<file path="src/hw/regfile_defs.svh">
// ------------------------------
// Register file configuration
// Entry count, word width and the
// number of read and write ports
// ------------------------------

`ifndef REGFILE_DEFS_SVH
`define REGFILE_DEFS_SVH

// Entries in the register file
`define RF_ENTRY_NUM 32

// Bits per entry
`define RF_DATA_WIDTH 16

// Combinational read ports
`define RF_READ_NUM 3

// Write ports, two or more for the live value table
`define RF_WRITE_NUM 2

`endif

</file>
<file path="src/hw/regFilePkg.sv">
// ------------------------------
// Register file types
// Address, data and live value
// types plus the per-port request
// and response arrays
// ------------------------------

`include "regfile_defs.svh"

package regFilePkg;

    // Entry index
    typedef logic [$clog2(`RF_ENTRY_NUM)-1:0] RegAddr;

    // One data word
    typedef logic [`RF_DATA_WIDTH-1:0] RegData;

    // Number of a write port, also the live value of an entry
    typedef logic [$clog2(`RF_WRITE_NUM)-1:0] PortIndex;

    // Request of a single write port
    typedef struct packed {
        logic   enable;
        RegAddr addr;
        RegData data;
    } WriteReq;

    // All write requests of one cycle
    typedef WriteReq [`RF_WRITE_NUM-1:0] WriteReqArray;

    // Read addresses, one per read port
    typedef RegAddr [`RF_READ_NUM-1:0] ReadAddrArray;

    // Read results, one per read port
    typedef RegData [`RF_READ_NUM-1:0] ReadDataArray;

endpackage : regFilePkg

</file>
<file path="src/hw/lutDualPortRam.sv">
// ------------------------------
// LUT dual-port RAM
// One write port on the clock,
// one combinational read port
// ------------------------------

module lutDualPortRam #(
    parameter int EntryNum  = 32,
    parameter int DataWidth = 16
) (
    input  logic                        clk,
    input  logic                        writeEnable,
    input  logic [$clog2(EntryNum)-1:0] writeAddr,
    input  logic [DataWidth-1:0]        writeData,
    input  logic [$clog2(EntryNum)-1:0] readAddr,
    output logic [DataWidth-1:0]        readData
);

    // Storage, starts out all zero
    logic [DataWidth-1:0] mem [EntryNum] = '{default: '0};

    // Write commits at the edge
    always_ff @(posedge clk) begin
        if (writeEnable) begin
            mem[writeAddr] <= writeData;
        end
    end

    // Asynchronous read, so a same-cycle write is not seen yet
    always_comb begin
        readData = mem[readAddr];
    end

endmodule : lutDualPortRam

</file>
<file path="src/hw/multiPortRegFile.sv">
// ------------------------------
// Multi-port register file
// Live value table plus replicated
// LUT RAM banks, with combinational
// reads and clocked writes
// ------------------------------

`include "regfile_defs.svh"

module multiPortRegFile (
    input  logic                     clk,
    input  logic                     reset,
    input  regFilePkg::WriteReqArray writeReqs,
    input  regFilePkg::ReadAddrArray readAddrs,
    output regFilePkg::ReadDataArray readData
);
    import regFilePkg::*;

    // Last writer of each addressed entry, one per read port
    PortIndex [`RF_READ_NUM-1:0] liveValues;

    xorLiveValueTable u_xorLiveValueTable (
        .clk        (clk),
        .reset      (reset),
        .writeReqs  (writeReqs),
        .readAddrs  (readAddrs),
        .liveValues (liveValues)
    );

    replicatedValueBanks u_replicatedValueBanks (
        .clk        (clk),
        .reset      (reset),
        .writeReqs  (writeReqs),
        .readAddrs  (readAddrs),
        .liveValues (liveValues),
        .readData   (readData)
    );

endmodule : multiPortRegFile

</file>
<file path="src/hw/replicatedValueBanks.sv">
// ------------------------------
// Replicated value banks
// One LUT RAM per write port and
// read port. Each read port takes
// the bank named by its live value
// ------------------------------

`include "regfile_defs.svh"

module replicatedValueBanks (
    input  logic                                   clk,
    input  logic                                   reset,
    input  regFilePkg::WriteReqArray               writeReqs,
    input  regFilePkg::ReadAddrArray               readAddrs,
    input  regFilePkg::PortIndex [`RF_READ_NUM-1:0] liveValues,
    output regFilePkg::ReadDataArray               readData
);
    import regFilePkg::*;

    // bankData[j][r]: row of write port j, column of read port r
    RegData bankData [`RF_WRITE_NUM][`RF_READ_NUM];

    // Every bank in a row holds the same data, one copy per read port
    for (genvar j = 0; j < `RF_WRITE_NUM; j++) begin : gRow
        for (genvar r = 0; r < `RF_READ_NUM; r++) begin : gCol
            lutDualPortRam #(
                .EntryNum  (`RF_ENTRY_NUM),
                .DataWidth (`RF_DATA_WIDTH)
            ) u_bank (
                .clk         (clk),
                .writeEnable (writeReqs[j].enable),
                .writeAddr   (writeReqs[j].addr),
                .writeData   (writeReqs[j].data),
                .readAddr    (readAddrs[r]),
                .readData    (bankData[j][r])
            );
        end
    end

    // Pick the row of the port that wrote this entry last
    for (genvar r = 0; r < `RF_READ_NUM; r++) begin : gSelect
        assign readData[r] = bankData[liveValues[r]][r];
    end

    // The table must never name a write port that does not exist
    for (genvar r = 0; r < `RF_READ_NUM; r++) begin : gLiveCheck
        liveValueInRange : assert property (
            @(posedge clk) disable iff (reset)
            liveValues[r] < `RF_WRITE_NUM
        ) else $error("Read port %0d got live value %0d, only %0d write ports",
                      r, liveValues[r], `RF_WRITE_NUM);
    end

endmodule : replicatedValueBanks

</file>
<file path="src/hw/xorLiveValueTable.sv">
// ------------------------------
// XOR live value table
// Remembers per entry which write
// port wrote it last. Built from
// LUT RAM banks whose contents are
// XORed together on read
// ------------------------------

`include "regfile_defs.svh"

module xorLiveValueTable (
    input  logic                                   clk,
    input  logic                                   reset,
    input  regFilePkg::WriteReqArray               writeReqs,
    input  regFilePkg::ReadAddrArray               readAddrs,
    output regFilePkg::PortIndex [`RF_READ_NUM-1:0] liveValues
);
    import regFilePkg::*;

    // Word each write port puts into its own row of banks
    PortIndex storeValue [`RF_WRITE_NUM];

    // wBankData[j][i]: bank written by port j, read at port i's write address
    PortIndex wBankData [`RF_WRITE_NUM][`RF_WRITE_NUM];

    // rBankData[j][r]: bank written by port j, read by read port r
    PortIndex rBankData [`RF_WRITE_NUM][`RF_READ_NUM];

    // W-banks feed the write side of the other ports
    for (genvar j = 0; j < `RF_WRITE_NUM; j++) begin : gWriteRow
        for (genvar i = 0; i < `RF_WRITE_NUM; i++) begin : gWriteCol
            if (j != i) begin : gBank
                lutDualPortRam #(
                    .EntryNum  (`RF_ENTRY_NUM),
                    .DataWidth ($bits(PortIndex))
                ) u_wBank (
                    .clk         (clk),
                    .writeEnable (writeReqs[j].enable),
                    .writeAddr   (writeReqs[j].addr),
                    .writeData   (storeValue[j]),
                    .readAddr    (writeReqs[i].addr),
                    .readData    (wBankData[j][i])
                );
            end else begin : gNoBank
                // A port never reads back its own row
                assign wBankData[j][i] = '0;
            end
        end
    end

    // R-banks feed the read ports
    for (genvar j = 0; j < `RF_WRITE_NUM; j++) begin : gReadRow
        for (genvar r = 0; r < `RF_READ_NUM; r++) begin : gReadCol
            lutDualPortRam #(
                .EntryNum  (`RF_ENTRY_NUM),
                .DataWidth ($bits(PortIndex))
            ) u_rBank (
                .clk         (clk),
                .writeEnable (writeReqs[j].enable),
                .writeAddr   (writeReqs[j].addr),
                .writeData   (storeValue[j]),
                .readAddr    (readAddrs[r]),
                .readData    (rBankData[j][r])
            );
        end
    end

    // Store own index XOR the other rows, so the XOR of every row
    // at that entry gives back this port's index
    always_comb begin
        for (int i = 0; i < `RF_WRITE_NUM; i++) begin
            storeValue[i] = PortIndex'(i);
            for (int j = 0; j < `RF_WRITE_NUM; j++) begin
                storeValue[i] ^= wBankData[j][i];
            end
        end
    end

    // Recover the last writer for each read port
    always_comb begin
        for (int r = 0; r < `RF_READ_NUM; r++) begin
            liveValues[r] = '0;
            for (int j = 0; j < `RF_WRITE_NUM; j++) begin
                liveValues[r] ^= rBankData[j][r];
            end
        end
    end

    // Two writes to one entry would corrupt both the table and the value banks
    for (genvar i = 0; i < `RF_WRITE_NUM; i++) begin : gConflict
        for (genvar j = i + 1; j < `RF_WRITE_NUM; j++) begin : gPair
            noSameEntryWrite : assert property (
                @(posedge clk) disable iff (reset)
                !(writeReqs[i].enable && writeReqs[j].enable &&
                  writeReqs[i].addr == writeReqs[j].addr)
            ) else $error("Write ports %0d and %0d hit entry %0d in one cycle",
                          i, j, writeReqs[i].addr);
        end
    end

endmodule : xorLiveValueTable
</file>
<file path="config.mk">
export PLATFORM = sky130hd
export DESIGN_NAME = multiPortRegFile
export DESIGN_NICKNAME = d
export VERILOG_FILES = /design/src/hw/regFilePkg.sv /design/src/hw/lutDualPortRam.sv /design/src/hw/multiPortRegFile.sv /design/src/hw/replicatedValueBanks.sv /design/src/hw/xorLiveValueTable.sv
export VERILOG_INCLUDE_DIRS = /design/src /design/src/hw
export SDC_FILE = /design/constraint.sdc
export NUM_CORES = 2
export LEC_CHECK = 0
export ABC_CLOCK_PERIOD_IN_PS = 2650
export BUFFER_PORTS_ARGS = -buffer_cell sky130_fd_sc_hd__buf_4
export CAP_MARGIN = 20
export CORE_ASPECT_RATIO = 2
export CORE_MARGIN = 2
export CORE_UTILIZATION = 45
export CTS_CLUSTER_DIAMETER = 80
export CTS_CLUSTER_SIZE = 24
export DETAILED_ROUTE_END_ITERATION = 7
export GPL_TIMING_DRIVEN = 0
export SYNTH_ARGS = -nofsm -noshare
export SYNTH_HDL_FRONTEND = slang
export SYNTH_SLANG_ARGS = --single-unit
</file>
<file path="constraint.sdc">
create_clock -name clk -period 2.65 [get_ports clk]
set_input_delay 0.1325 -clock clk [delete_from_list [all_inputs] [get_ports clk]]
set_output_delay 0.1325 -clock clk [all_outputs]
set_load 0.1 [all_outputs]
</file>
======== Word-level counts from Yosys, hierarchy flattened ========
Memory sizes are Yosys's and may differ from the RTL's.
Index checks and enable logic that the tools add are counted.
storage, ports and cells
  register bits ........................... 0
  input bits .............................. 61
  memory bits (writable) .................. 3328
  memories kept ........................... 14
  output and inout bits ................... 48
  logic and storage cells ................. 37
memory list
  name                                               depth  width  rd ports  clocked after Yosys merged registers in  write ports  RTL line              text
  u_replicatedValueBanks.gRow[0].gCol[0].u_bank.mem  32     16     1         0                                        1            lutDualPortRam.sv:20  logic [DataWidth-1:0] mem [EntryNum] = '{default: '0};
  u_replicatedValueBanks.gRow[0].gCol[1].u_bank.mem  32     16     1         0                                        1            lutDualPortRam.sv:20
  u_replicatedValueBanks.gRow[0].gCol[2].u_bank.mem  32     16     1         0                                        1            lutDualPortRam.sv:20
  u_replicatedValueBanks.gRow[1].gCol[0].u_bank.mem  32     16     1         0                                        1            lutDualPortRam.sv:20
  u_replicatedValueBanks.gRow[1].gCol[1].u_bank.mem  32     16     1         0                                        1            lutDualPortRam.sv:20
  u_replicatedValueBanks.gRow[1].gCol[2].u_bank.mem  32     16     1         0                                        1            lutDualPortRam.sv:20
  8 more memories                                    n/a    n/a    n/a       n/a                                      n/a          n/a
cells by class
  bitwise logic cells ..................... 7
  mux-type cells .......................... 13
  $lt $le $gt $ge ......................... 3
operators with widths
  operator            count
  $mux 48             3
  $mux 32             3
  $mux 16             3
  $ge 2x2->1 const B  3
  $not 1->2           3
  $mux 1              4
  $xor 1x1->1         3
  $not 1->1           1

======== Logic depth before layout (Yosys ltp) ========
An unclocked memory read counts as a cell.
  word-level depth ........................ 6
  mapped depth ............................ 11
  mapped depth without buffers ............ 7

======== By module ========
Synthesis repeated with hierarchy kept, for this count alone.
second synthesis, totals
  cells, all modules ...................... 7772
  area total of the unflattened synthesis .. 134052.3 µm²
modules (own cells, without submodules)
  module                                                                     times used  sequential area each (µm²)  area each (µm²)  cells each
  lutDualPortRam at u_replicatedValueBanks.gRow[0].gCol[0].u_bank ...        6           15374.7                     20215.6          1127
  lutDualPortRam at u_xorLiveValueTable.gReadRow[0].gReadCol[0].u_rBank ...  8           960.9                       1497.7           119
  replicatedValueBanks                                                       1           0.0                         747.0            54
  xorLiveValueTable                                                          1           0.0                         30.0             4

======== Worst setup path after synthesis ========
OpenSTA, ideal clock, no wires.
  kind .................................... flip-flop to output port
  start ................................... memory u_xorLiveValueTable.gReadRow[0].gReadCol[1].u_rBank.mem[4] (netlist bit)
  end ..................................... output port readData[37] (netlist bit)
  buffers on the path ..................... 1
  data required time ...................... 2.518 ns
  setup slack ............................. -0.955 ns
  cell stages (with the launch flop) ...... 9
  arrival time ............................ 3.472 ns
  cells stage by stage .................... edfxtp_1 > and2b_1 > a2111oi_0 > a221oi_1 > a22oi_1 > nand3_1 > xor2_2 > buf_6 > mux2i_1
RTL lines
  what             RTL line                text
  start, declared  lutDualPortRam.sv:20
  end, declared    multiPortRegFile.sv:15  output regFilePkg::ReadDataArray readData

==> out/summary.txt <==
gp weighted congestion = 1.03
syn avg cell area = 18.3 sq um
fmax = 283 MHz
Via density = 7.70
met2 WL post-DR = 128000 microns
CP Max Fanout = 10
DP Cell Count = 5059
unrepaired setup endpoints after global routing = true
Psw = 11800 uW
Synth Instances = 3204
Clock power frac = 24.9%
worst r2r path cells = 4
outcome = complete, but fails checks
share of layout cells above drive strength 1 = 43.2%
final WL = 263000 microns
Clock Latency Late Sink = 0.72 ns
Die Ht = 515 microns
Final Cycle Share = 133%
Cell Int Power = 26300 uW
initial antenna violation count = 10
fin worst setup slack = -0.887 ns
Remaining DRCs = 1
post-synth net total = 3265
Slew @ Worst Pin = 1.22 ns
dpl hpwl = 189000 microns
Core ar. = 130000 sq um
Clock Path Buffers = 3
Met3 Routed Length = 24800 microns
CTS tree = built
Seq pwr share = 50.6%
#FFs+latches synth = 1088
Max Slew Vio Count = 0
Clock Skew = 0.0149 ns
Initial Util = 45.3%
pin count of the biggest net entering global routing = 33
Setup TNS = -37.85 ns
Startpoint Class = primary input
Yosys warning count = 0
critical path endpoint category = primary output
hold path cells = 3
Cell Area, Synth = 58700 sq um
Sw Share = 31.1%
total track usage = 39.7%
Comb pwr share = 24.5%
unique cell type count in the Yosys netlist = 41
CTS Buf Count = 52
IO buf count = 94
total gr overflow = 0
clock sinks = 1088
WL met1 = 78200 microns
post-route insts no fill = 5191
most frequent cells in the layout = edfxtp_1, mux4_2, a22oi_1
drt wl/cell = 50.6 microns
P&R area growth vs syn = 15.3%
width of the die = 259 microns
Leak = 0.0208 uW
worst vdd ir = 668 uV
failing checks = DRC, setup timing
global-route wire length before repair = 351000 microns
arrival time at the worst endpoint = 3.40 ns
highest routed layer = met5
CP Data Required Time = 2.52 ns
Place WS = -2.08 ns
Vias = 40000
hold_ws = 0.102 ns
first drt pass iteration count = 8
most common cell after layout, fill and taps aside = edfxtp_1
max-cap viol count = 0
vias in the first global route = 40700
H-tree levels = 2
Slew headroom = 18.7%
Tmin final = 3.54 ns
Layout Nets = 3531
clock root buffer master = clkbuf_16
Hold Crit Class = primary input to register
io pins = 109
Worst-path clk slew = 0.09 ns
pwr dens = 563 nW/um^2
die area = 134000 sq um
Setup-failing EPs final = 48
Final ANT Viol Nets = 0
DRT iter0 DRCs = 5966
row count = 187
Final Cell Area = 67700 sq um
Setup CP Type = primary input to primary output
Post-Place Cell Area = 63700 sq um
Final Hold Vio Count = 0
register area share after synthesis = 55.6%
## metal layers
| layer | track usage (%) | vias to the layer above |
|---|---|---|
| li1 | - | 14700 |
| met1 | 41.6 | 21100 |
| met2 | 64.8 | 3201 |
| met3 | 10.0 | 994 |
| met4 | 37.2 | 2 |
| met5 | 0.0370 | - |
## power groups by stage
| stage | Clock (uW) | Sequential, uW | Combinational, uW |
|---|---|---|---|
| finish | 9490 | 19300 | 9340 |
| detailed placement | 0 | 19700 | 7920 |
| CTS | 9460 | 19300 | 8960 |
| global placement | 0 | 19600 | 7670 |
| global route | 9920 | 19300 | 9390 |
| floorplan | 0 | 19600 | 4880 |
## repair_timing
item	in CTS	in global routing
hold endpoints to repair	1024	0
gates resized for setup	482	95
pin swaps	21	16
gates cloned	3	0
hold buffers	32	0
buffers inserted	11	16
setup endpoints to repair	48	48
## through the flow
step	total power, uW	utilization [%]
3_5_place_dp	27600	49.1
6_report	38100	52.2
4_1_cts	37700	51.9
3_3_place_gp	27300	47.9
2_1_floorplan	24500	-
5_1_grt	38600	52.2
## layout make-up
| cell class | instances | area, sq um |
|---|---|---|
| fill | 10500 | 61900 |
| sequential | 1088 | 32700 |
| clock inverter | 6 | 66.3 |
| multi-input combinational | 1802 | 26400 |
| buffer | 307 | 1920 |
| timing repair buffer | 214 | 3150 |
| tap | 1701 | 2130 |
| clock buffer | 55 | 1360 |
| antenna | 13 | 32.5 |
| inverter | 5 | 18.8 |
## final timing paths
path / slack, ns / from / end
setup reg to reg: 0.09 / register / register
setup / recovery: -0.89 / readAddrs[3] / readData[10]
hold / removal: 0.10 / writeReqs[41] / register
hold reg to reg: 1.08 / register / register
## cell families (layout without fill, tap and decap cells)
family / after synthesis / in the layout / share of synthesized area (%)
AOI/OAI and AO/OA: 650 / 650 / 7.65
other: 0 / 13 / 0
buffers and inverters: 314 / 587 / 2.44
xor gates and xnor gates: 3 / 3 / 0.0831
DFF: 1088 / 1088 / 55.6
muxes: 922 / 922 / 32.4
and+or+nand+nor: 227 / 227 / 1.80
## state kept, by name (all words and copies together) (netlist names)
signal and count:
u_replicatedValueBanks.gRow.gCol.u_bank.mem 1024, u_xorLiveValueTable.gReadRow.gReadCol.u_rBank.mem 55, u_xorLiveValueTable.gWriteRow.gWriteCol.gBank.u_wBank.mem 9
## cell usage after synthesis (all sizes together)
cell	number	area (sq um)
edfxtp	1088	32700
mux4	784	17700
a22oi	349	2620
a21oi	204	1020
buf	178	921
mux2i	138	1380
clkbuf	131	492
nand2	82	308
nor2	73	279
a22o	36	315
a221o	32	320
nor2b	15	93.8
a211oi	10	75.1
nand3b	10	75.1
nand3	9	45.0
and2	6	37.5
nand2b	6	37.5
nand4	6	37.5
or3b	6	52.6
and2b	5	38.8
inv	5	18.8
nor3	5	25.0
o21ai	5	25.0
a2111oi	4	35.0
o22ai	4	25.0
a221oi	3	26.3
a311oi	2	23.8
or3	2	12.5
xnor2	2	32.5
nand4b	1	8.76
o2111ai	1	8.76
or4	1	7.51
xor2	1	16.3
## worst max-delay path, stage by stage
cell and delay (ns):
clkbuf_1 0.43, and2_1 0.21, clkbuf_1 0.33, buf_8 0.25, clkbuf_2 0.50, a22oi_1 0.24, a21oi_2 0.52, a21oi_2 0.23
mux2i_4 0.33, buf_12 0.21
Note: power is estimated with default switching activity, not from simulation.
